File: config.mk
export PLATFORM = sky130hd
export DESIGN_NAME = psgBusArb
export DESIGN_NICKNAME = d
export VERILOG_FILES = /design/src/verilog/psgPkg.sv /design/src/verilog/psgBusArb.sv
export SDC_FILE = /design/constraint.sdc
export NUM_CORES = 1
export LEC_CHECK = 0
export ABC_AREA = 1
export BUFFER_PORTS_ARGS = -buffer_cell sky130_fd_sc_hd__buf_2
export CORE_AREA = 4 4 41 43
export DETAILED_ROUTE_END_ITERATION = 7
export DIE_AREA = 0 0 45 47
export PLACE_DENSITY_LB_ADDON = 0.2
export SYNTH_ARGS = -nofsm -noshare
export SYNTH_HDL_FRONTEND = slang
export SYNTH_SLANG_ARGS = --single-unit
File: constraint.sdc
create_clock -name clk -period 2.9 [get_ports clk]
set_clock_uncertainty 0.1 [all_clocks]
set_input_delay 0.29 -clock clk [delete_from_list [all_inputs] [get_ports clk]]
set_output_delay 0.29 -clock clk [all_outputs]
set_load 0.02 [all_outputs]
File: src/verilog/psgPkg.sv
`default_nettype none

package psgPkg;

	// ==========================================================================
	// subsystem sizes
	// ==========================================================================

	// wave-table channels sharing the RAM read port
	localparam int numChannels = 8;
	localparam int chanIdxW = 3;

	// wave-table RAM holds 1024 signed samples
	localparam int ramAddrW = 10;
	localparam int sampleW = 8;

	// upper eight phase bits form the sample index
	localparam int phaseW = 16;

	localparam int volW = 4;

	// eight channels of 8-bit sample times 4-bit volume
	localparam int mixW = 15;

	// ==========================================================================
	// encodings
	// ==========================================================================

	// channel register select on the host write port
	typedef enum logic [1:0] {
		regFreq = 2'd0,
		regBase = 2'd1,
		regLen  = 2'd2,
		regVol  = 2'd3
	} regSel_t;

	// per-channel fetch state
	typedef enum logic [1:0] {
		chIdle = 2'd0,
		chReq  = 2'd1,
		chHold = 2'd2
	} chanState_t;

endpackage

`default_nettype wire

File: src/verilog/psgBusArb.sv
`timescale 1ns/1ps
`default_nettype none

module psgBusArb (
	input  logic                              clk,
	input  logic                              rst,
	input  logic                              ce,
	input  logic                              busAck,
	input  logic [psgPkg::numChannels-1:0]    req,
	output logic [psgPkg::numChannels-1:0]    sel,
	output logic [psgPkg::chanIdxW-1:0]       seln
);
	import psgPkg::*;

	logic [chanIdxW-1:0]    winner;
	logic [numChannels-1:0] grant;

	// ==========================================================================
	// fixed priority, channel 0 highest
	// ==========================================================================

	// scan from the top so the lowest active request is the last one kept
	always_comb begin
		winner = '0;
		grant = '0;
		for (int i = numChannels - 1; i >= 0; i--) begin
			if (req[i]) begin
				winner = chanIdxW'(i);
				grant = '0;
				grant[i] = 1'b1;
			end
		end
	end

	// ==========================================================================
	// owner register
	// ==========================================================================

	// owner changes only on a tick with the bus free
	// no requests at all keeps the last owner
	always_ff @(posedge clk) begin
		if (rst) begin
			sel <= '0;
			seln <= '0;
		end else if (ce && busAck && (|req)) begin
			sel <= grant;
			seln <= winner;
		end
	end

endmodule

`default_nettype wire

# Yosys cells after proc, flatten, opt, wreduce, memory -nomap -nowiden
# Cells that the tools add are included.
# op_classes
mux	16
reduce_logical	3
# ops
operator	count
two-way mux 8 bit	8
two-way mux 3 bit	8
OR reduction 8 bit	1
logical AND 1 bit	2
# word_totals
reg_bits	11
input_bits	12
out_inout_bits	11
elab_cells	21

# Depth between registers and ports, before layout
# logic_depth
word_depth	8
ltp_mapped	8
ltp_nobuf	7

# Least setup slack after synthesis
# OpenSTA, ideal clock, no wires.
# synth_path
path_type	input port to flip-flop
start	in req[7] (netlist bit)
end	reg sel[3] (netlist bit)
required_ns	2.687
setup_ns	0.113
setup_slack_ns	1.756
path_stages	7
t_arrival_ns	0.931
path_buffers	1
path_cell_list	nor2_1 -> nand2_2 -> nand2_4 -> nand2_4 -> buf_6 -> o21ai_1 -> nor2_1
# synth_via
elab_chain_len	2
# synth_lines
element	line	text
start: declaration	psgBusArb.sv:9	input logic [psgPkg::numChannels-1:0] req,
OR reduction 8 bit	psgBusArb.sv:45	end else if (ce && busAck && (|req)) begin
logical AND 1 bit	psgBusArb.sv:45	
end signal: assignment	psgBusArb.sv:46	sel <= grant;
end: declaration	psgBusArb.sv:10	output logic [psgPkg::numChannels-1:0] sel,
# Every way passes these cells.
# A chain may end at the register's enable or synchronous reset.

# Worst setup path after layout
# layout_path
start	reg sel[1] (netlist bit)
end	out sel[1] (netlist bit)
# No word-level cell between the ends.

==> metrics.txt <==
Syn Nets 87; Post-CTS Resized 0; DP HPWL 953 µm; Die W 45 µm; Post-Layout Inst Area 689 µm²; routed wire length 1.23 mm; total gr overflow 0; final net count 113; height of the die roughly 47 µm; H-tree Lvls 1; Pre-Repair DR Iteration Count 4; period utilization 39.8%; worst min-delay path class in2reg; startpoint types flop; first-pass GRT wire length 1.81 mm; Fmax 867 MHz; CTS clk-pin slew, worst paths 0.07 ns; Initial DRC Count 5; wire length on met1 roughly 540 µm; Core Box Area 0.00130 mm²; Netlist cell types 16; metal2 WL 586 µm; WHS about 0.17 ns; relative slew slack 88.2%; Post-synth EDFFs 0; crit path DAT 0.76 ns; slowest cell delay on critical path between 0.3 and 0.4 ns; CP cell instances buf_2; Yosys warning count 0; Root Buffer clkbuf_4; global placement routability congestion 0.791; met3 WL 91 µm; critical path class reg2out; Max clock buf depth 2; Hold Buf Count CTS 0; I/O pin count 23; Hold Vio Cnt, Final 0; port bufs 22; worst skew pair latency ~0.26 ns; Sink Count 11; RSZ-0062 raised after global routing false; most common cell in the synthesized netlist nand3_1; Setup Buffers After CTS 0; total track usage 12.0%; die footprint about 0.0021 mm²; delay-heaviest family, CP flip-flops; leak pwr 0.353 nW; initial antenna violation count 0; DRC viols 0; Async S/R FF share, synth 0%; final setup violation count 0; antenna cell count 0; synthesis-to-layout area growth 26.4%; total number of vias 561; largest net degree at the start of global routing 13; routed len/inst 10.7 µm; post-synth top area cell dfxtp_1; Post-Place Cell Area about 660 µm²; main flop type after synthesis dfxtp_1; setup_tns 0 ns; Mapped Area 546 µm²; endpoint class of the critical path output port; vias per std cell 4.88; sequential element share of the synthesized area 40.4%; PD cells 481 mW/mm²; vias in the first global route 447; CP max-delay cell dfxtp_1; top cells by area, synth dfxtp_1 40%, nand3_1 12%, nor2_1 7.6%, a21oi_1 7.3%, inv_1 6.9%; fill count 143; Max Used Layer met4; share of layout cells above drive strength 1 roughly a third; number of max-cap violations 0; Row Count 13; Yosys reg bits 11; Buf+Inv Stages, Crit Path 1; CTS tree built; status finished clean; Syn Inst Count 75; Post-synth top cells 13 x nand3_1, 11 x dfxtp_1, 11 x nor2_1, 10 x inv_1, 8 x a21oi_1; Slew Limit Fails 0; slew of the pin with the lowest slew margin between 0.15 and 0.2 ns; Synth top area share between 40% and 50%; CP max FO 2; post-layout min period between 1 and 1.5 ns; initial core utilization 41.9%; Post-DRT Antenna Nets 0; worst vdd ir 0.328 mV; Data required, critical path about 2.5 ns; clock buffers created by TritonCTS 3; Syn Area/Cell 7.27 µm²
## layout by cell type (no fill, tap or decap), drive strengths merged
cell type  synthesis  layout
nand3             13      13
clkbuf             0       4
nand2             13      13
and2               1       1
inv               10      10
nor3               1       1
o21ai              3       3
o21bai             1       1
a21oi              8       8
buf                1      22
dfxtp             11      11
nor2              13      13
## sequential cells by signal (all words and copies together), names as in the netlist
| name | cells |
|---|---|
| sel | 8 |
| seln | 3 |
## final timing paths
path | slack [ns] | endpoint | start | cells after the start
worst min register to register | 0.37 | seln[2] | seln[2] | 2
worst min-delay path | 0.17 | seln[1] | rst | 2
worst max-delay path | 1.75 | sel[1] | sel[1] | 1
worst max register to register | 2.17 | sel[7] | sel[7] | 2
## power by group
group	leakage [nW]	internal, W	switching (W)	total, W
clock	0.0150	0.0000532	0.0000476	0.000101
combinational	0.248	0.0000243	0.0000434	0.0000677
sequential	0.0901	0.000159	0.00000344	0.000163
## per-layer routing
| metal | track usage (%) | vias to the layer above |
|---|---|---|
| met5 | 0 | - |
| met4 | 5.26 | 0 |
| met3 | 4.60 | 4 |
| met2 | 18.6 | 25 |
| met1 | 14.8 | 242 |
| li1 | - | 290 |
## cell families after synthesis
group	Yosys count	share of synthesized area (%)
AND/OR/NAND/NOR	41	39.2
AO/OA/AOI/OAI	12	11.5
flip-flops	11	40.4
buffers and inverters	11	8.95
## final cells by class
type,count,area [µm²],area share (%)
repair buffers,22,110,16.0
flip-flops and latches,11,220,31.9
well taps,15,18.8,2.72
multi-input cells,53,277,40.1
inverters,10,37.5,5.44
clock buffers,4,26.3,3.81
## through the flow
stage | total power, W | setup slack (ns) | util, % | std cells
2_1_floorplan | 0.000211 | 1.76 | - | 75
3_3_place_gp | 0.000233 | 1.58 | 51.0 | 111
3_5_place_dp | 0.000234 | 1.56 | 51.0 | 111
4_1_cts | 0.000337 | 1.74 | 53.0 | 115
5_1_grt | 0.000350 | 1.71 | 53.0 | 115
6_report | 0.000331 | 1.75 | 53.0 | 115
Note: power is estimated with default switching activity, not from simulation.
