## src/verilog/psgPkg.sv

```systemverilog
`default_nettype none

package psgPkg;

	// ==========================================================================
	// subsystem sizes
	// ==========================================================================

	// wave-table channels sharing the RAM read port
	localparam int numChannels = 8;
	localparam int chanIdxW = 3;

	// wave-table RAM holds 1024 signed samples
	localparam int ramAddrW = 10;
	localparam int sampleW = 8;

	// upper eight phase bits form the sample index
	localparam int phaseW = 16;

	localparam int volW = 4;

	// eight channels of 8-bit sample times 4-bit volume
	localparam int mixW = 15;

	// ==========================================================================
	// encodings
	// ==========================================================================

	// channel register select on the host write port
	typedef enum logic [1:0] {
		regFreq = 2'd0,
		regBase = 2'd1,
		regLen  = 2'd2,
		regVol  = 2'd3
	} regSel_t;

	// per-channel fetch state
	typedef enum logic [1:0] {
		chIdle = 2'd0,
		chReq  = 2'd1,
		chHold = 2'd2
	} chanState_t;

endpackage

`default_nettype wire

```

## src/verilog/psgWaveChannel.sv

```systemverilog
`timescale 1ns/1ps
`default_nettype none

module psgWaveChannel (
	input  logic                              clk,
	input  logic                              rst,
	input  logic                              ce,
	input  logic                              regWr,
	input  psgPkg::regSel_t                   regSel,
	input  logic [15:0]                       regData,
	input  logic                              granted,
	input  logic                              busAck,
	input  logic [psgPkg::sampleW-1:0]        rdData,
	output logic                              fetchReq,
	output logic [psgPkg::ramAddrW-1:0]       fetchAddr,
	output logic signed [psgPkg::sampleW-1:0] sample,
	output logic [psgPkg::volW-1:0]           vol,
	output logic                              enable
);
	import psgPkg::*;

	chanState_t          state;
	logic [phaseW-1:0]   freq;
	logic [ramAddrW-1:0] base;
	logic [7:0]          lenMask;
	logic [phaseW-1:0]   phase;
	logic [phaseW-1:0]   nextPhase;
	logic [7:0]          idx;
	logic [7:0]          nextIdx;
	logic                advance;
	logic                capture;

	// ==========================================================================
	// host registers
	// ==========================================================================

	always_ff @(posedge clk) begin
		if (rst) begin
			freq <= '0;
			base <= '0;
			lenMask <= '0;
			vol <= '0;
			enable <= 1'b0;
		end else if (regWr) begin
			case (regSel)
				regFreq: freq <= regData;
				regBase: base <= regData[ramAddrW-1:0];
				regLen:  lenMask <= regData[7:0];
				regVol: begin
					vol <= regData[volW-1:0];
					// enable sits just above the volume field
					enable <= regData[4];
				end
				default: ;
			endcase
		end
	end

	// ==========================================================================
	// phase accumulator
	// ==========================================================================

	assign nextPhase = phase + freq;
	assign idx = phase[phaseW-1 -: 8];
	assign nextIdx = nextPhase[phaseW-1 -: 8];

	// a new sample is due whenever the index moves
	assign advance = ce && enable && (nextIdx != idx);

	always_ff @(posedge clk) begin
		if (rst) begin
			phase <= '0;
		end else if (ce && enable) begin
			phase <= nextPhase;
		end
	end

	// ==========================================================================
	// fetch FSM
	// ==========================================================================

	// address follows the live phase, so a late grant reads the newest index
	assign fetchAddr = base + ramAddrW'(idx & lenMask);
	assign fetchReq = (state == chReq);
	assign capture = granted && busAck && (state == chReq);

	always_ff @(posedge clk) begin
		if (rst) begin
			state <= chIdle;
			sample <= '0;
		end else begin
			if (capture) begin
				sample <= rdData;
			end
			case (state)
				chIdle, chHold: begin
					if (advance) begin
						state <= chReq;
					end
				end
				chReq: begin
					// index moved again during the capture, so fetch once more
					if (capture && !advance) begin
						state <= chHold;
					end
				end
				default: state <= chIdle;
			endcase
		end
	end

endmodule

`default_nettype wire

```

## config.mk

```make
export PLATFORM = sky130hd
export DESIGN_NAME = psgWaveChannel
export DESIGN_NICKNAME = d
export VERILOG_FILES = /design/src/verilog/psgPkg.sv /design/src/verilog/psgWaveChannel.sv
export SDC_FILE = /design/constraint.sdc
export NUM_CORES = 1
export LEC_CHECK = 0
export ABC_AREA = 1
export BUFFER_PORTS_ARGS = -buffer_cell sky130_fd_sc_hd__buf_4
export CAP_MARGIN = 20
export CORE_ASPECT_RATIO = 0.8
export CORE_MARGIN = 3
export CORE_UTILIZATION = 40
export DETAILED_ROUTE_END_ITERATION = 12
export HOLD_SLACK_MARGIN = 0.02
export PLACE_DENSITY = 0.65
export REMOVE_ABC_BUFFERS = 1
export SETUP_SLACK_MARGIN = 0.2
export SYNTH_ARGS = -nofsm -noshare
export SYNTH_HDL_FRONTEND = slang
export SYNTH_SLANG_ARGS = --single-unit
```

## constraint.sdc

```tcl
create_clock -name clk -period 6.7 [get_ports clk]
set_input_delay 1.005 -clock clk [delete_from_list [all_inputs] [get_ports clk]]
set_output_delay 1.005 -clock clk [all_outputs]
set_load 0.05 [all_outputs]
```

Word-level counts from Yosys, hierarchy flattened
Index checks and enable logic that the tools add are counted.

Bits of input ports: 32. Bits in registers: 65. Output and inout bits: 24. Word-level logic and storage cells: 36.

Muxes and demuxes: 3. Equal/unequal tests: 8. Reductions and logical operators: 14. $add $sub $neg: 2. Bitwise logic cells: 1.

Operators with widths (count): 16-bit adder (1); 10-bit by 8-bit adder with 10-bit output (1); 2-bit AND reduction (5); 8-bit bitwise AND (1); 8-bit != test (1); 2-bit == test, second input constant (3); 1-bit logical AND (5); 2-bit by 1-bit == test with 1-bit output, second input constant (2); 2-bit logical NOT (2); 2-bit two-way mux (2); 2-bit case mux with 2 select lines (1); 2-bit by 1-bit != test with 1-bit output, second input constant (1); 2-bit != test, second input constant (1); 2-bit OR reduction (1); 1-bit logical NOT (1).

Depth between registers and ports, before layout
Depth after elaboration: 7. Mapped depth: 16. Gate-level depth less buffers: 16.

Worst setup path after synthesis
OpenSTA, ideal clock, no wires.

Path type: reg-to-output. Start: register phase[8]. End: output fetchAddr[8] (netlist bit). Setup slack: 3.159 ns. Data required time: 5.695 ns. Buffers on the path: 0. Arrival: 2.536 ns. Stages on the path, launching flop included: 13. Cells stage by stage: dfxtp_1 > nand2_1 > inv_1 > ha_1 > inv_1 > fa_1 > o21ai_0 > a21o_1 > a21oi_1 > inv_1 > a21oi_1 > o21ai_0 > xor2_1.

Longest elaborated chain between the ends: 2.

Ends and longest elaborated chain: start, declared (line psgWaveChannel.sv:26) `logic [phaseW-1:0] phase;`; start signal, assigned (line psgWaveChannel.sv:74) `phase <= nextPhase;`; 8-bit bitwise AND (line psgWaveChannel.sv:83) `assign fetchAddr = base + ramAddrW'(idx & lenMask);`; 10-bit by 8-bit adder with 10-bit output (line psgWaveChannel.sv:83); end, declared (line psgWaveChannel.sv:15) `output logic [psgPkg::ramAddrW-1:0] fetchAddr,`.

Every way passes these cells.

Worst setup path in the final report
Same ends and word-level chain as after synthesis.

==> flow_metrics.tcl <==
set metrics [dict create \
    drv_cap 0 \
    crit-reg2reg-launch "freq[0]" \
    wl_per_cell_um 13.17 \
    grt_overflow 0 \
    switching_share_pct 25.77 \
    fin_crit_sh_pct 56.07 \
    fp.dieH_um 93.67 \
    p_seq_share_pct 39.4 \
    drc_errors 0 \
    slew_violations 0 \
    hpwl_um 7592 \
    fin_nets 698 \
    outcome "completed" \
    syn_avg_cell_area_um2 6.535 \
    grt_antenna_before_repair 0 \
    crit_arrival_ns 2.75 \
    whs_ns 0.4622 \
    first_iter_violations 171 \
    power_switching_mw 0.2687 \
    synth_adder_area_share_pct 8.531 \
    r2r_slack_ns 4.37 \
    hp-class "flip-flop to flip-flop" \
    synth_top_area_share_pct 33.87 \
    die_w_um 115.6 \
    first_global_vias 3584 \
    final_common_cell "nor2_1" \
    yosysUniqueCellTypes 24 \
    rsz0062_at_grt "no" \
    worst_ir_drop_vdd_uv 149.2 \
    cp-end-kind "output port" \
    synth_top_area_cell "dfxtp_1" \
    whs_path_depth 2 \
    finalSetupViolCount 0 \
    synth_top_family_by_area "simple AND/OR/NAND/NOR gates" \
    p_comb_share_pct 11.8 \
    synth_compound_area_share_pct 12.34 \
    ys_seq_elements 65 \
    drive_above_1_share_pct 13.31 \
    synthMuxAreaShare_pct 0 \
    grtUsageTotal_pct 19.38 \
    r2r-end "state[1]" \
    setup.worst_path.start_class "flip-flop" \
    post-cts-setup-buffers 0 \
    start_util_pct 41.80 \
    hold_start "vol[1]" \
    syn_to_final_growth_pct 21.62 \
    crit_type "flip-flop to output port" \
    required_ns 5.69 \
    place_congestion 0.9240 \
    holdBufCountCts 0 \
    p_per_area_nw_per_um2 223.1 \
    first_pass_iters 4 \
    yosys_warnings 0 \
    portBuffers 55 \
    grt_pass1_wl_um 16660 \
    synth_cells 588 \
    critPathSlowestCell "fa_1" \
    cts-buffers-inserted 9 \
    layout.cells.most_common_list "112 x nor2_1, 110 x nand2_1, 84 x inv_1, 65 x dfxtp_1" \
    synth.area.top_cells "dfxtp_1 34%, nor2_1 11%, nand2_1 11%" \
    root_buffer "clkbuf_16" \
    tns_ns 0 \
    cts_tree "built" \
    cpMostUsedCell "inv_1" \
    grt_max_degree 55 \
    final_antenna_net_count 0 \
    ios 56 \
    cts_max_level 3 \
    cts.repair.resized 0 \
    tightest_slew_ns 0.7716 \
    syn_area_um2 3842 \
    cts_buffer_depth 2 \
    worst-path-max-fanout 4 \
    p_int_mw 0.7741 \
    finalHoldViolCount 0 \
    leakage_nw 2.481 \
    relSlewSlack_pct 48.50 \
    die_area_um2 10830 \
    min_period_ns 3.757 \
    min_to "vol[1]" \
    routed_wl_um 10030 \
    insertion_delay_ns 0.33 \
    core.rowCount 31 \
    core_um2 9193 \
    ys_seq_area_share_pct 33.87 \
    antenna_cells 0 \
    clock_power_share_pct 48.8 \
    synth-simple-area-share_pct 31.42 \
    fillers 909 \
    max_freq_ghz 0.2662 \
    clock_skew_ns 0.006413 \
    synth_xor_area_share_pct 3.875 \
    slowest_delay_ns 0.40 \
    vias 3763 \
    cp_cell_sequence "nand2_1, inv_1, ha_1, inv_1, fa_1, o21ai_0, a21o_1, a21oi_1, inv_1, a21oi_1, o21ai_0, xor2_1, buf_4" \
    cts.clk_slew.worst_paths_ns 0.05 \
    via_per_inst 4.945 \
    crit_path_start "phase[8]" \
    cts_sinks 65 \
    ff2ff_path_depth 13 \
]
-- worst max-delay path, delay by kind of cell (launching register included) --
| kind | cells | cell delay [ns] |
|---|---|---|
| flip-flops | 1 | 0.37 |
| buffers and inverters | 4 | 0.40 |
| XOR/XNOR | 1 | 0.18 |
| AO/OA/AOI/OAI | 5 | 0.82 |
| AND/OR/NAND/NOR | 1 | 0.07 |
| adder cells (fa/ha/maj) | 2 | 0.57 |
-- power by group through the flow --
| stage | Clock [mW] | Sequential [mW] | Combinational [mW] |
|---|---|---|---|
| final | 0.509 | 0.411 | 0.123 |
| after global routing | 0.532 | 0.413 | 0.138 |
| after CTS | 0.515 | 0.411 | 0.123 |
| after detailed placement | 0 | 0.419 | 0.122 |
| after global placement | 0 | 0.419 | 0.119 |
| after floorplan | 0 | 0.421 | 0.0748 |
-- cell type report --
| cell class | count | area [um2] | area share (%) |
|---|---|---|---|
| clock buffer | 10 | 229.0 | 4.900 |
| clock inverter | 6 | 90.09 | 1.928 |
| inverter | 88 | 330.3 | 7.068 |
| multi-input combinational | 421 | 2158 | 46.18 |
| sequential | 65 | 1301 | 27.84 |
| tap | 115 | 143.9 | 3.079 |
| timing repair buffer | 56 | 420.4 | 8.996 |
-- cells in the mapped netlist, drive strengths merged --
library cell	instances
clkinv	3
ha	23
nor2	114
dfxtp	65
nor2b	1
clkbuf	14
inv	85
o211ai	7
nand3	48
nand3b	1
o21bai	1
a21o	2
fa	2
xor2	10
xnor2	7
a21oi	23
and2	3
nand2	119
nand4	4
o21ai	56
-- cells by family after synthesis --
kind of cell,Yosys count
and+or+nand+nor,290
adders and majority gates,25
xor gates and xnor gates,17
DFF,65
buffers and inverters,102
AOI/OAI and AO/OA,89
-- stage by stage --
step                      area (um2)  utilization, %  std cells  total power, mW  setup WS, ns
after floorplan                 3790               -        574           0.4957         3.159
after global placement          4354           47.37        745           0.5381         3.435
after detailed placement        4354           47.37        745           0.5412         3.309
after CTS                       4673           50.84        761            1.049         2.940
after global routing            4673           50.84        761            1.082         2.659
final                           4673           50.84        761            1.043         2.943
-- metal layers --
layer | wire length (um) | up-vias | global-route usage, %
li1 | - | 1966 | -
met1 | 4969 | 1713 | 26.00
met2 | 4552 | 71 | 30.73
met3 | 371 | 13 | 4.636
met4 | 133 | 0 | 6.061
met5 | 0 | - | 0
-- worst max-delay path by stage --
| stage | slack, ns | to | depth (start not counted) |
|---|---|---|---|
| after floorplan | 3.16 | fetchAddr[8] | 12 |
| after global placement | 3.44 | fetchAddr[8] | 13 |
| after detailed placement | 3.31 | fetchAddr[8] | 13 |
| after CTS | 2.94 | fetchAddr[8] | 13 |
| after global routing | 2.66 | fetchAddr[8] | 13 |
| final | 2.94 | fetchAddr[8] | 13 |
-- state kept, by name, summed over array words and instances, names as in the netlist --
signal	flops
lenMask	8
phase	16
sample	8
state	2
vol	4
freq	16
enable	1
base	10
Power figures use the tool's default switching activity.
