**config.mk**
```make
export PLATFORM = sky130hd
export DESIGN_NAME = psgMixer
export DESIGN_NICKNAME = d
export VERILOG_FILES = /design/src/verilog/psgPkg.sv /design/src/verilog/psgMixer.sv
export SDC_FILE = /design/constraint.sdc
export NUM_CORES = 1
export LEC_CHECK = 0
export ABC_AREA = 1
export BUFFER_PORTS_ARGS = -buffer_cell sky130_fd_sc_hd__buf_2
export CAP_MARGIN = 20
export CELL_PAD_IN_SITES_DETAIL_PLACEMENT = 2
export CELL_PAD_IN_SITES_GLOBAL_PLACEMENT = 2
export CORE_MARGIN = 4
export CORE_UTILIZATION = 33
export DETAILED_ROUTE_END_ITERATION = 8
export HOLD_SLACK_MARGIN = 0.05
export PLACE_DENSITY_LB_ADDON = 0.1
export SYNTH_ARGS = -nofsm -noshare
export SYNTH_HDL_FRONTEND = slang
export SYNTH_SLANG_ARGS = --single-unit
export TNS_END_PERCENT = 30
```
**constraint.sdc**
```tcl
create_clock -name clk -period 44.3 [get_ports clk]
set_clock_uncertainty 0.15 [all_clocks]
set_input_delay 8.86 -clock clk [delete_from_list [all_inputs] [get_ports clk]]
set_output_delay 8.86 -clock clk [all_outputs]
set_load 0.005 [all_outputs]
```
**src/verilog/psgPkg.sv**
```systemverilog
`default_nettype none

package psgPkg;

	// ==========================================================================
	// subsystem sizes
	// ==========================================================================

	// wave-table channels sharing the RAM read port
	localparam int numChannels = 8;
	localparam int chanIdxW = 3;

	// wave-table RAM holds 1024 signed samples
	localparam int ramAddrW = 10;
	localparam int sampleW = 8;

	// upper eight phase bits form the sample index
	localparam int phaseW = 16;

	localparam int volW = 4;

	// eight channels of 8-bit sample times 4-bit volume
	localparam int mixW = 15;

	// ==========================================================================
	// encodings
	// ==========================================================================

	// channel register select on the host write port
	typedef enum logic [1:0] {
		regFreq = 2'd0,
		regBase = 2'd1,
		regLen  = 2'd2,
		regVol  = 2'd3
	} regSel_t;

	// per-channel fetch state
	typedef enum logic [1:0] {
		chIdle = 2'd0,
		chReq  = 2'd1,
		chHold = 2'd2
	} chanState_t;

endpackage

`default_nettype wire

```
**src/verilog/psgMixer.sv**
```systemverilog
`timescale 1ns/1ps
`default_nettype none

module psgMixer (
	input  logic                                          clk,
	input  logic                                          rst,
	input  logic                                          ce,
	input  logic [psgPkg::numChannels*psgPkg::sampleW-1:0] samples,
	input  logic [psgPkg::numChannels*psgPkg::volW-1:0]    vols,
	input  logic [psgPkg::numChannels-1:0]                 enables,
	output logic signed [psgPkg::mixW-1:0]                 mixOut,
	output logic                                           mixValid
);
	import psgPkg::*;

	// signed sample times unsigned volume, one guard bit for the volume
	typedef logic signed [sampleW+volW:0] prod_t;

	logic signed [sampleW-1:0] s;
	logic [volW-1:0]           v;
	prod_t                     prod;
	logic signed [mixW-1:0]    mixSum;

	// ==========================================================================
	// multiply-accumulate
	// ==========================================================================

	always_comb begin
		mixSum = '0;
		s = '0;
		v = '0;
		prod = '0;
		for (int i = 0; i < numChannels; i++) begin
			s = samples[i*sampleW +: sampleW];
			v = vols[i*volW +: volW];
			prod = prod_t'(s) * prod_t'({1'b0, v});
			// disabled channels drop out of the sum
			if (enables[i]) begin
				mixSum = mixSum + mixW'(prod);
			end
		end
	end

	// ==========================================================================
	// output register
	// ==========================================================================

	always_ff @(posedge clk) begin
		if (ce) begin
			mixOut <= mixSum;
		end
	end

	always_ff @(posedge clk) begin
		if (rst) begin
			mixValid <= 1'b0;
		end else begin
			mixValid <= ce;
		end
	end

endmodule

`default_nettype wire

```
; ---- Word-level counts from Yosys, hierarchy flattened
; Index checks and enable logic that the tools add are counted.
[word_totals]
regBits = 16
out_inout_bits = 16
[op_classes]
n_addsub = 7
n_mux = 8
multipliers = 8
[ops]
columns = op, count
row1 = 15-bit 2-to-1 mux, 8
row2 = 15-bit by 13-bit adder with 15-bit output, 7
row3 = 8-bit by 5-bit multiplier with 13-bit output, 8

; ---- Logic depth before layout (Yosys ltp)
; Gate-level depths: netlist of run 1.
[depth]
ltp_word = 16
ltp_mapped = 116
mapped_depth_nobuf = 115

; ---- Least setup slack after synthesis of run 1
; No wires, ideal clock.
[synth_path]
kind = input port to flip-flop
start = input port vols[3] in the netlist's numbering
end = register mixOut[14] in the netlist's numbering, data pin
stages = 104
setup_time_ps = 252
arrival_ps = 29459
slack_ps = 14439
cell_sequence = clkbuf_1 > nand2_1 > inv_1 > ha_1 > inv_1 > fa_1 > fa_1 > inv_1 > ha_1 > nand2_1 > nand3_1 > or2_1 > nand3_1 > inv_1 > fa_1 > fa_1 > inv_1 > fa_1 > (+68 left out) > or2_2 > nand2_1 > nand2_1 > and2_1 > fa_1 > fa_1 > fa_1 > ha_1 > nand2_1 > nor2_1 > nand3_1 > o2111ai_1 > xor2_1 > nand2_1 > nand3_1 > nand2_1 > nand2_1 > nand2_1
[synth_via]
elab_chain_len = 16
[synth_lines]
columns = item, line
row1 = start: declaration, psgMixer.sv:9  ; input logic [psgPkg::numChannels*psgPkg::volW-1:0] vols,
row2 = 8-bit by 5-bit multiplier with 13-bit output *, psgMixer.sv:36  ; prod = prod_t'(s) * prod_t'({1'b0, v});
row3 = 15-bit 2-to-1 mux *, psgMixer.sv:38  ; if (enables[i]) begin
row4 = 15-bit by 13-bit adder with 15-bit output, psgMixer.sv:39  ; mixSum = mixSum + mixW'(prod);
row5 = 15-bit 2-to-1 mux *, psgMixer.sv:38
row6 = 15-bit by 13-bit adder with 15-bit output, psgMixer.sv:39
row7 = 15-bit 2-to-1 mux *, psgMixer.sv:38
row8 = 15-bit by 13-bit adder with 15-bit output, psgMixer.sv:39
row9 = 15-bit 2-to-1 mux *, psgMixer.sv:38
row10 = 15-bit by 13-bit adder with 15-bit output, psgMixer.sv:39
row11 = 15-bit 2-to-1 mux *, psgMixer.sv:38
row12 = 15-bit by 13-bit adder with 15-bit output, psgMixer.sv:39
row13 = 15-bit 2-to-1 mux *, psgMixer.sv:38
row14 = 15-bit by 13-bit adder with 15-bit output, psgMixer.sv:39
row15 = 15-bit 2-to-1 mux *, psgMixer.sv:38
row16 = 15-bit by 13-bit adder with 15-bit output, psgMixer.sv:39
row17 = 15-bit 2-to-1 mux *, psgMixer.sv:38
row18 = via mixSum[14], psgMixer.sv:22  ; logic signed [mixW-1:0] mixSum;
row19 = end signal: assignment, psgMixer.sv:50  ; mixOut <= mixSum;
row20 = end: declaration, psgMixer.sv:11  ; output logic signed [psgPkg::mixW-1:0] mixOut,
; Mark *: on every way through the listed nets, which the timed path passes. The rest lies on a longest branch.
; A chain may end at the register's enable or synchronous reset.

; ---- Worst setup path in the final report of run 1
; Same ends and word-level chain as after synthesis.

==> load_flow_metrics.sql, run 1 <==
INSERT INTO impl_metrics (metric_group, metric, value, unit) VALUES
('worst_setup_path', 'worst-setup-path-type', 'primary input to flop', ''),
('clock_network', 'h-tree-depth', '1', ''),
('yosys', 'yosys.cell_types.count', '45', ''),
('clock_network', 'clockRootBuffer', 'sky130_fd_sc_hd__clkbuf_16', ''),
('die', 'vertical_extent_of_the_die', '230', 'um'),
('clock_network', 'tritoncts', 'yes', ''),
('yosys', 'synth.area.mux_share', '0', '%'),
('global_route', 'grtUsageTotal', '20.1', '%'),
('timing', 'hold_viol_final', '0', ''),
('worst_setup_path', 'worstSetupStartpointType', 'primary input', ''),
('clock_network', 'ctsLongestPathBuffers', '2', ''),
('yosys', 'synth_flop_cell', 'sky130_fd_sc_hd__edfxtp_1', ''),
('timing', 'finalSetupViolCount', '0', ''),
('cells_and_area', 'number_of_nets_in_the_layout', '2981', ''),
('yosys', 'synth-xor-area-share', '4.34', '%'),
('timing', 'fin_setup_tns', '0', 'ns'),
('route', 'average_wire_per_cell_in_the_routed_design', '17.0', 'um'),
('clock_network', 'post-cts-setup-buffers', '0', ''),
('yosys', 'largest_family_of_logic_cells_by_synthesized_area', 'adder cells', ''),
('yosys', 'synth_compound_area_share', '7.08', '%'),
('timing', 'finalWorstPathRequiredPeriod', '31.73', 'ns'),
('yosys', 'synthAdderAreaFrac', '47.3', '%'),
('global_route', 'grt_antenna_before_repair', '0', ''),
('worst_setup_path', 'max_stage_delay', '0.58', 'ns'),
('yosys', 'synthesis.nets', '2904', ''),
('yosys', 'mappedNetlistArea', '16300', 'um2'),
('clock_network', 'cts.hold.buffers_added', '0', ''),
('hold_path', 'hold_path_class', 'primary input to flop', ''),
('yosys', 'synth_simple_gate_area_share', '22.0', '%'),
('worst_setup_path', 'crit_top_cell', 'sky130_fd_sc_hd__inv_1', ''),
('worst_setup_path', 'critPathMaxFanout', '8', ''),
('timing', 'setup_repair_after_global_routing_missed_its_margin', 'false', ''),
('global_route', 'grt_pass1_vias', '16555', ''),
('timing', 'final_max_slew_viol_count', '0', ''),
('timing', 'worst_slew_margin_rel', '32.3', '%'),
('cells_and_area', 'proportion_of_layout_cells_with_a_drive_suffix_above_1', '7.62', '%'),
('worst_setup_path', 'type_of_destination_of_the_critical_path', 'flop', ''),
('die', 'core_region_area', '48800', 'um2'),
('route', 'drt_pass1_iterations', '4', ''),
('yosys', 'synth_enable_flop_cells', '15', ''),
('placement', 'placer_s_final_routability_congestion_estimate', '0.856', ''),
('timing', 'worst_hold_slack_after_final_layout', '8.61', 'ns'),
('clock_network', 'clock_sink_count', '16', ''),
('route', 'vias_per_cell', '4.69', ''),
('route', 'dr_total_vias', '14380', ''),
('cells_and_area', 'area_growth_syn_to_layout', '8.04', '%'),
('outcome', 'outcome', 'finished, final reports clean', ''),
('yosys', 'ys_async_sr_fraction', '0', '%'),
('die', 'initial_utilization', '33.4', '%'),
('worst_setup_path', 'worst_path_max_delay_cell', 'sky130_fd_sc_hd__fa_1', ''),
('timing', 'clock.fmax', '31.5', 'MHz'),
('die', 'num_io_pins', '123', ''),
('worst_setup_path', 'cp_num_buf_inv', '27', ''),
('hold_path', 'whs_path_depth', '2', ''),
('yosys', 'syn_avg_cell_area', '7.01', 'um2'),
('clock_network', 'ctsResizeCount', '0', ''),
('cells_and_area', 'layout_commonest_cell', 'sky130_fd_sc_hd__inv_1', ''),
('clock_network', 'tritoncts.num_buffers', '3', ''),
('job', 'max_cap_violations', '0', ''),
('worst_setup_path', 'gate_family_responsible_for_the_most_delay_along_the_worst_path', 'adder cells', ''),
('route', 'post-route-drc-count', '0', ''),
('timing', 'layout_worst_path_cycle_share', '71.6', '%'),
('clock_network', 'worst_setup_hold_path_clk_slew', '0.06', 'ns'),
('worst_setup_path', 'worst-endpoint-arrival', '31.61', 'ns'),
('worst_setup_path', 'cp.required', '44.18', 'ns'),
('global_route', 'grt_first_pass_wirelength', '86900', 'um'),
('yosys', 'yosys_register_bits', '16', ''),
('placement', 'dp_hpwl', '48000', 'um'),
('cells_and_area', 'fillerInstances', '5990', ''),
('die', 'row_count', '81', ''),
('worst_setup_path', 'timing.critical_path.depth', '107', '');
cell usage after synthesis, types with 4 or more instances:
cell type / number / share of area [%]
sky130_fd_sc_hd__inv_1: 635 / 15
sky130_fd_sc_hd__nand2_1: 602 / 14
sky130_fd_sc_hd__fa_1: 240 / 29
sky130_fd_sc_hd__ha_1: 232 / 18
sky130_fd_sc_hd__nand3_1: 114 / 3.5
sky130_fd_sc_hd__a21oi_1: 88 / 2.7
sky130_fd_sc_hd__nor2_1: 68 / 1.6
sky130_fd_sc_hd__xor2_1: 48 / 2.6
sky130_fd_sc_hd__clkbuf_1: 36 / 0.83
sky130_fd_sc_hd__xnor2_1: 29 / 1.6
sky130_fd_sc_hd__o21ai_0: 24 / 0.74
sky130_fd_sc_hd__o21ai_1: 23 / 0.71
sky130_fd_sc_hd__and2_1: 17 / 0.65
sky130_fd_sc_hd__nand4_1: 16 / 0.61
sky130_fd_sc_hd__edfxtp_1: 15 / 2.8
sky130_fd_sc_hd__o21bai_1: 14 / 0.64
sky130_fd_sc_hd__a31oi_1: 13 / 0.50
sky130_fd_sc_hd__inv_2: 13 / 0.30
sky130_fd_sc_hd__o21ai_2: 13 / 0.70
sky130_fd_sc_hd__nor3_1: 10 / 0.31
sky130_fd_sc_hd__buf_2: 9 / 0.28
sky130_fd_sc_hd__nand2_2: 7 / 0.27
sky130_fd_sc_hd__a21o_1: 6 / 0.28
sky130_fd_sc_hd__buf_4: 6 / 0.28
sky130_fd_sc_hd__nand3_2: 6 / 0.37
sky130_fd_sc_hd__or2_2: 6 / 0.23
sky130_fd_sc_hd__nand3b_1: 5 / 0.23
sky130_fd_sc_hd__or2_1: 4 / 0.15
cell families after synthesis:
family          after synthesis
simple gates                861
xor+xnor                     79
fa+ha+maj                   472
flops                        16
compound gates              196
buf+inv                     701
area by class of cell:
type                    instances  area (um2)  share of cell area (%)
repair buffers                124         626                    3.55
clock buffers                   4        88.8                   0.504
multi-input cells            1608       13200                    74.7
well taps                     664         831                    4.72
diodes                          1        2.50                  0.0142
inverters                     649        2440                    13.8
flip-flops and latches         16         470                    2.67
layer usage:
layer	part of all wire [%]	track usage, %	up-vias
met2	49	36.1	103
met4	0.63	1.36	0
met3	1.7	1.51	20
met1	49	27.7	7186
met5	0	0	-
li1	-	-	7071
registers in the layout, indices dropped and copies added, names as in the netlist:
signal and cells:
mixOut 15, mixValid 1
through the flow:
stage               util (%)  area [um2]  setup WS [ns]  cells
floorplan                  -       16300          14.44   2325
global placement        35.9       17500          12.52   3060
detailed placement      35.9       17500          12.17   3060
CTS                     36.0       17600          12.35   3064
global route            36.1       17600          11.11   3065
finish                  36.1       17600          12.57   3066
path summary, 6_finish.rpt:
kind	startpoint	end	slack [ns]
worst max-delay path	vols[3]	mixOut[14]$_DFFE_PP_	12.57
worst min-delay path	rst	mixValid$_SDFF_PP0_	8.61
Power of run 1 is not shown: default switching activity piles up to over one toggle a cycle in this logic, so the estimate is an artifact.
==> run 2: changes to the inputs <==
--- a/config.mk
+++ b/config.mk
@@ -5,7 +5,7 @@
 export SDC_FILE = /design/constraint.sdc
 export NUM_CORES = 1
 export LEC_CHECK = 0
-export ABC_AREA = 1
+export ABC_AREA = 0
 export BUFFER_PORTS_ARGS = -buffer_cell sky130_fd_sc_hd__buf_2
 export CAP_MARGIN = 20
 export CELL_PAD_IN_SITES_DETAIL_PLACEMENT = 2
==> constraint.sdc (replaced) <==
create_clock -name clk -period 32.3 [get_ports clk]
set_clock_uncertainty 0.15 [all_clocks]
set_input_delay 6.46 -clock clk [delete_from_list [all_inputs] [get_ports clk]]
set_output_delay 6.46 -clock clk [all_outputs]
set_load 0.005 [all_outputs]
==> run 2 against run 1 <==
Setup slack lost 9.8 ns. Area after synthesis decreased by 5.9%. Count of clock-buffer cells in the layout unchanged. Non-clock buffer count shrank 2. Cell count down 19%. Largest cell class unchanged. Highest routed layer is now met5.
==> load_flow_metrics.sql, run 2 <==
INSERT INTO impl_metrics (metric_group, metric, value, unit) VALUES
('placement', 'pre_cts_slack', '2.33', 'ns'),
('yosys', 'largest_family_of_logic_cells_by_synthesized_area', 'adder cells', ''),
('timing', 'layout_worst_path_cycle_share', '91.3', '%'),
('route', 'vias_per_cell', '4.96', ''),
('die', 'row_count', '78', ''),
('cells_and_area', 'fillerInstances', '5197', ''),
('global_route', 'grt_start_max_net_pins', '23', ''),
('yosys', 'yosys_register_bits', '16', ''),
('timing', 'hold_viol_final', '0', ''),
('cells_and_area', 'layout_commonest_cell', 'sky130_fd_sc_hd__inv_1', ''),
('hold_path', 'hold_path_class', 'primary input to flop', ''),
('timing', 'finalSetupViolCount', '0', ''),
('yosys', 'synthAdderAreaFrac', '50.2', '%'),
('timing', 'worst_slew_margin_rel', '36.7', '%'),
('yosys', 'synth.area.mux_share', '3.08', '%'),
('route', 'detail-route-antenna-nets', '0', ''),
('outcome', 'outcome', 'finished, final reports clean', ''),
('timing', 'fin_setup_tns', '0', 'ns'),
('yosys', 'synthesis.nets', '2349', ''),
('worst_setup_path', 'type_of_destination_of_the_critical_path', 'flop', ''),
('worst_setup_path', 'cp.required', '32.14', 'ns'),
('cells_and_area', 'layout_common_cells', '357 x sky130_fd_sc_hd__inv_1, 240 x sky130_fd_sc_hd__fa_1, 232 x sky130_fd_sc_hd__ha_1, 206 x sky130_fd_sc_hd__and2_1, 122 x sky130_fd_sc_hd__buf_2', ''),
('clock_network', 'h-tree-depth', '1', ''),
('clock_network', 'tritoncts', 'yes', ''),
('yosys', 'mappedNetlistArea', '15300', 'um2'),
('placement', 'dp_hpwl', '41600', 'um'),
('clock_network', 'post-cts-setup-buffers', '0', ''),
('yosys', 'ys_async_sr_fraction', '0', '%'),
('route', 'totalWireLength', '45400', 'um'),
('route', 'drt-initial-drc-count', '323', ''),
('yosys', 'post-synth-top-area-cell', 'sky130_fd_sc_hd__fa_1', ''),
('yosys', 'synth_flop_cell', 'sky130_fd_sc_hd__edfxtp_1', ''),
('yosys', 'synth.most_common_cell', 'sky130_fd_sc_hd__inv_1', ''),
('yosys', 'yosysTopAreaCellShare', '31.3', '%'),
('route', 'dr_total_vias', '12297', ''),
('clock_network', 'clock_sink_count', '16', ''),
('worst_setup_path', 'worst_path_max_delay_cell', 'sky130_fd_sc_hd__fa_1', ''),
('yosys', 'number_of_cells_produced_by_synthesis', '1770', ''),
('yosys', 'synthesis.yosys.warnings', '0', ''),
('job', 'max_cap_violations', '0', ''),
('placement', 'placer_s_final_routability_congestion_estimate', '0.811', ''),
('placement', 'portBuffers', '122', ''),
('clock_network', 'tritoncts.num_buffers', '3', ''),
('route', 'average_wire_per_cell_in_the_routed_design', '18.3', 'um'),
('route', 'post-route-drc-count', '0', ''),
('timing', 'clock.fmax', '33.9', 'MHz'),
('timing', 'setup_repair_after_global_routing_missed_its_margin', 'false', ''),
('global_route', 'grt_pass1_vias', '14305', ''),
('cells_and_area', 'largest_register_ff_count', '15', ''),
('cells_and_area', 'antenna_cell_count', '0', ''),
('die', 'initial_utilization', '33.6', '%'),
('worst_setup_path', 'worst-setup-path-type', 'primary input to flop', ''),
('clock_network', 'worst_setup_hold_path_clk_slew', '0.05', 'ns'),
('yosys', 'syn_avg_cell_area', '8.67', 'um2'),
('cells_and_area', 'area_of_the_multi_input_gates', '13400', 'um2'),
('die', 'num_io_pins', '123', ''),
('cells_and_area', 'number_of_nets_in_the_layout', '2457', ''),
('yosys', 'synth_compound_area_share', '12.4', '%'),
('timing', 'worstMarginPinSlew', '0.940', 'ns'),
('global_route', 'grt_antenna_before_repair', '2', ''),
('yosys', 'synth.top_cells.by_count', '357 x sky130_fd_sc_hd__inv_1, 240 x sky130_fd_sc_hd__fa_1, 232 x sky130_fd_sc_hd__ha_1, 206 x sky130_fd_sc_hd__and2_1, 119 x sky130_fd_sc_hd__nand2_1', ''),
('clock_network', 'cts.hold.buffers_added', '0', ''),
('global_route', 'grt_first_pass_wirelength', '76300', 'um'),
('cells_and_area', 'area_growth_syn_to_layout', '8.91', '%'),
('yosys', 'synth.top_cells.by_area', 'sky130_fd_sc_hd__fa_1 31%, sky130_fd_sc_hd__ha_1 19%, sky130_fd_sc_hd__inv_1 8.7%, sky130_fd_sc_hd__and2_1 8.4%, sky130_fd_sc_hd__xnor2_1 3.3%', ''),
('global_route', 'overflow', '0', ''),
('yosys', 'synth-xor-area-share', '5.37', '%'),
('die', 'core_region_area', '45700', 'um2'),
('die', 'fp.dieArea', '50000', 'um2'),
('cells_and_area', 'biggestRegsByFlops', 'mixOut: 15 flops, mixValid: 1 flops', ''),
('clock_network', 'ctsResizeCount', '0', ''),
('worst_setup_path', 'max_stage_delay', '0.61', 'ns'),
('clock_network', 'ctsLongestPathBuffers', '2', ''),
('cells_and_area', 'largest_register', 'mixOut', ''),
('cells_and_area', 'final_util', '36.6', '%'),
('yosys', 'synth_simple_gate_area_share', '16.5', '%'),
('timing', 'final_max_slew_viol_count', '0', ''),
('cells_and_area', 'register_area', '470', 'um2'),
('worst_setup_path', 'worstSetupStartpointType', 'primary input', ''),
('worst_setup_path', 'worst-endpoint-arrival', '29.33', 'ns'),
('cells_and_area', 'proportion_of_layout_cells_with_a_drive_suffix_above_1', '9.00', '%'),
('clock_network', 'clockRootBuffer', 'sky130_fd_sc_hd__clkbuf_16', ''),
('timing', 'finalWorstPathRequiredPeriod', '29.49', 'ns'),
('yosys', 'yosys.cell_types.count', '66', ''),
('worst_setup_path', 'crit_top_cell', 'sky130_fd_sc_hd__fa_1', ''),
('timing', 'worst_hold_slack_after_final_layout', '6.21', 'ns'),
('yosys', 'synth_enable_flop_cells', '15', ''),
('route', 'drt_pass1_iterations', '4', ''),
('die', 'vertical_extent_of_the_die', '224', 'um'),
('global_route', 'grtUsageTotal', '18.6', '%'),
('die', 'die_width', '224', 'um'),
('timing', 'setup_ws', '2.81', 'ns'),
('yosys', 'synth.yosys.seq_area_share', '3.07', '%'),
('worst_setup_path', 'critPathMaxFanout', '8', '');
==> run 2: changes by cell type in the layout (fill, tap and decap cells not counted), sizes merged, moves of 13 or more <==
cell,delta
a211oi,+13
a21o,+30
and2,+189
inv,-290
mux2,+34
nand2,-490
nand2b,+15
nand3,-102
nand4,-13
nor2,-17
o21a,+22
xnor2,+27
xor2,-17
==> run 2: routing by layer <==
metal	wire length (um)	vias to the layer above	share of wire [%]	GRT usage, %
met2	23000	76	51	34.0
li1	-	5937	-	-
met3	740	9	1.6	0.498
met4	104	4	0.23	0.935
met5	26	-	0.057	0
met1	21600	6271	47	25.9
==> run 2: worst paths after layout <==
kind  startpoint                    to  slack, ns  cells past startpoint
max      vols[3]  mixOut[14]$_DFFE_PP_       2.81                     89
min          rst   mixValid$_SDFF_PP0_       6.21                      2
==> run 2: worst max-delay path: cells and delay by family <==
family,cells,cell delay [ns]
adder cells (fa/ha/maj),32,14.06
AO/OA/AOI/OAI,20,4.48
AND/OR/NAND/NOR,12,2.01
buffers and inverters,20,1.23
XOR/XNOR,5,1.01
==> run 2: area by class of cell <==
type / count / area share [%]
sequential: 16 / 2.81
inverter: 361 / 8.11
tap: 600 / 4.49
multi-input combinational: 1374 / 80.4
timing repair buffer: 122 / 3.65
clock buffer: 4 / 0.531
==> run 2: through the flow <==
| step | std cells | cell area (um2) |
|---|---|---|
| after global routing | 2477 | 16700 |
| after floorplan | 1770 | 15300 |
| final | 2477 | 16700 |
| after CTS | 2477 | 16700 |
| after global placement | 2473 | 16600 |
| after detailed placement | 2473 | 16600 |
==> run 2: logic make-up (layout without fill, tap and decap cells) <==
kind of cell,Yosys count,in the layout
compound gates,293,293
buf+inv,380,487
xor+xnor,91,91
fa+ha+maj,472,472
simple gates,478,478
flops,16,16
mux,40,40
Power of run 2 is left out for the same reason.
==> run 3: changes to the inputs <==
--- a/config.mk
+++ b/config.mk
@@ -11,7 +11,7 @@
 export CELL_PAD_IN_SITES_DETAIL_PLACEMENT = 2
 export CELL_PAD_IN_SITES_GLOBAL_PLACEMENT = 2
 export CORE_MARGIN = 4
-export CORE_UTILIZATION = 33
+export CORE_UTILIZATION = 40
 export DETAILED_ROUTE_END_ITERATION = 8
 export HOLD_SLACK_MARGIN = 0.05
 export PLACE_DENSITY_LB_ADDON = 0.1
==> run 3 against run 2 <==
Cell count decreased by 3.6%. Worst hold slack improved by 0.0040 ns. Count of clock-buffer cells in the layout unchanged. Via count increased by 0.93%. Sequential share of layout area about the same. Die area decreased by 17%. Routed wire length decreased by 1.1%. Critical path type unchanged. Largest cell class unchanged. Highest routed layer unchanged.
==> load_flow_metrics.sql, run 3 (synthesized netlist as in run 2, its figures left out) <==
INSERT INTO impl_metrics (metric_group, metric, value, unit) VALUES
('outcome', 'outcome', 'finished, final reports clean', ''),
('hold_path', 'hold-path-endpoint', 'mixValid$_SDFF_PP0_', ''),
('route', 'drt-initial-drc-count', '314', ''),
('timing', 'hold_viol_final', '0', ''),
('clock_network', 'worst_setup_hold_path_clk_slew', '0.05', 'ns'),
('route', 'drt_pass1_iterations', '5', ''),
('clock_network', 'post-cts-setup-buffers', '0', ''),
('job', 'max_cap_violations', '0', ''),
('die', 'die_width', '204', 'um'),
('timing', 'worst_slew_margin_rel', '34.9', '%'),
('clock_network', 'cts.hold.buffers_added', '0', ''),
('global_route', 'grt_pass1_vias', '14539', ''),
('worst_setup_path', 'worst_path_max_delay_cell', 'sky130_fd_sc_hd__fa_1', ''),
('route', 'route.met3.wl', '731', 'um'),
('clock_network', 'tritoncts', 'yes', ''),
('worst_setup_path', 'crit_top_cell', 'sky130_fd_sc_hd__fa_1', ''),
('timing', 'worst_hold_slack_after_final_layout', '6.22', 'ns'),
('cells_and_area', 'layout_common_cells', '357 x sky130_fd_sc_hd__inv_1, 240 x sky130_fd_sc_hd__fa_1, 232 x sky130_fd_sc_hd__ha_1, 206 x sky130_fd_sc_hd__and2_1, 122 x sky130_fd_sc_hd__buf_2', ''),
('placement', 'portBuffers', '122', ''),
('worst_setup_path', 'critPathMaxFanout', '8', ''),
('worst_setup_path', 'max_stage_delay', '0.61', 'ns'),
('route', 'detail-route-antenna-nets', '0', ''),
('worst_setup_path', 'worst-setup-path-type', 'primary input to flop', ''),
('cells_and_area', 'proportion_of_layout_cells_with_a_drive_suffix_above_1', '9.00', '%'),
('die', 'num_io_pins', '123', ''),
('cells_and_area', 'number_of_nets_in_the_layout', '2457', ''),
('placement', 'placer_s_final_routability_congestion_estimate', '0.850', ''),
('route', 'dr_total_vias', '12411', ''),
('worst_setup_path', 'cp_num_buf_inv', '20', ''),
('placement', 'place_area', '16500', 'um2'),
('route', 'route.top_layer_used', 'met5', ''),
('placement', 'dp_hpwl', '40800', 'um'),
('die', 'fp.dieArea', '41600', 'um2'),
('cells_and_area', 'layout_commonest_cell', 'sky130_fd_sc_hd__inv_1', ''),
('route', 'drt_met1_wl', '21000', 'um'),
('timing', 'final_max_slew_viol_count', '0', ''),
('clock_network', 'ctsResizeCount', '0', ''),
('die', 'vertical_extent_of_the_die', '204', 'um'),
('cells_and_area', 'area_growth_syn_to_layout', '8.18', '%'),
('die', 'initial_utilization', '40.7', '%'),
('route', 'average_wire_per_cell_in_the_routed_design', '18.8', 'um'),
('clock_network', 'ctsLongestPathBuffers', '2', ''),
('cells_and_area', 'largest_register', 'mixOut', ''),
('cells_and_area', 'largest_register_ff_count', '15', ''),
('timing', 'fin_setup_tns', '0', 'ns'),
('die', 'row_count', '71', ''),
('cells_and_area', 'finish.instance_area', '16600', 'um2'),
('global_route', 'grtUsageTotal', '22.4', '%'),
('worst_setup_path', 'gate_family_responsible_for_the_most_delay_along_the_worst_path', 'adder cells', ''),
('hold_path', 'worstHoldStart', 'rst', ''),
('route', 'post-route-drc-count', '0', ''),
('clock_network', 'tritoncts.num_buffers', '3', ''),
('clock_network', 'clockRootBuffer', 'sky130_fd_sc_hd__clkbuf_16', ''),
('die', 'core_region_area', '37800', 'um2'),
('timing', 'finalSetupViolCount', '0', ''),
('hold_path', 'hold_path_class', 'primary input to flop', ''),
('clock_network', 'h-tree-depth', '1', ''),
('route', 'vias_per_cell', '5.20', ''),
('clock_network', 'clock_sink_count', '16', ''),
('worst_setup_path', 'worst-endpoint-arrival', '29.62', 'ns'),
('timing', 'clock.fmax', '33.6', 'MHz'),
('global_route', 'grt_first_pass_wirelength', '75900', 'um'),
('global_route', 'grt_start_max_net_pins', '23', ''),
('timing', 'setup_repair_after_global_routing_missed_its_margin', 'false', ''),
('route', 'route.met2.wl', '22800', 'um'),
('timing', 'finalWorstPathRequiredPeriod', '29.78', 'ns'),
('global_route', 'overflow', '0', ''),
('worst_setup_path', 'cp.required', '32.14', 'ns'),
('timing', 'worstMarginPinSlew', '0.967', 'ns'),
('hold_path', 'whs_path_depth', '2', ''),
('worst_setup_path', 'type_of_destination_of_the_critical_path', 'flop', ''),
('cells_and_area', 'fillerInstances', '4267', ''),
('timing', 'layout_worst_path_cycle_share', '92.2', '%'),
('cells_and_area', 'biggestRegsByFlops', 'mixOut: 15 flops, mixValid: 1 flops', ''),
('worst_setup_path', 'worstSetupStartpointType', 'primary input', ''),
('global_route', 'grt_antenna_before_repair', '1', ''),
('route', 'totalWireLength', '44900', 'um'),
('cells_and_area', 'antenna_cell_count', '0', '');
[run 3: cell counts in the layout (fill, tap and decap cells not counted)]
No cell type changed its count.
[run 3: layout make-up]
class                      instances  area [um2]  area share (%)
clock buffer                       4        88.8           0.535
timing repair buffer             122         611            3.68
multi-input combinational       1374       13400            80.9
sequential                        16         470            2.83
inverter                         361        1360            8.16
tap                              511         639            3.85
[run 3: worst max path at each step]
| stage | startpoint | cells after the start | slack [ns] | endpoint |
|---|---|---|---|---|
| 2_1_floorplan | vols[3] | 90 | 4.83 | mixOut[14]$_DFFE_PP_ |
| 3_3_place_gp | vols[3] | 89 | 2.69 | mixOut[14]$_DFFE_PP_ |
| 3_5_place_dp | vols[3] | 89 | 2.20 | mixOut[14]$_DFFE_PP_ |
| 4_1_cts | vols[3] | 89 | 2.35 | mixOut[14]$_DFFE_PP_ |
| 5_1_grt | vols[3] | 89 | 1.08 | mixOut[14]$_DFFE_PP_ |
| 6_report | vols[3] | 89 | 2.52 | mixOut[14]$_DFFE_PP_ |
[run 3: layer usage]
layer	up-vias	track usage [%]
met4	2	1.61
met2	106	41.0
li1	5939	-
met5	-	0
met1	6345	31.0
met3	19	0.540
[run 3: metrics by stage]
stage / cells / worst slack, ns / utilization, %
5_1_grt: 2388 / 1.08 / 44.0
6_report: 2388 / 2.52 / 44.0
3_5_place_dp: 2384 / 2.20 / 43.7
3_3_place_gp: 2384 / 2.69 / 43.7
2_1_floorplan: 1770 / 4.83 / -
4_1_cts: 2388 / 2.35 / 44.0
Power of run 3 is left out for the same reason.
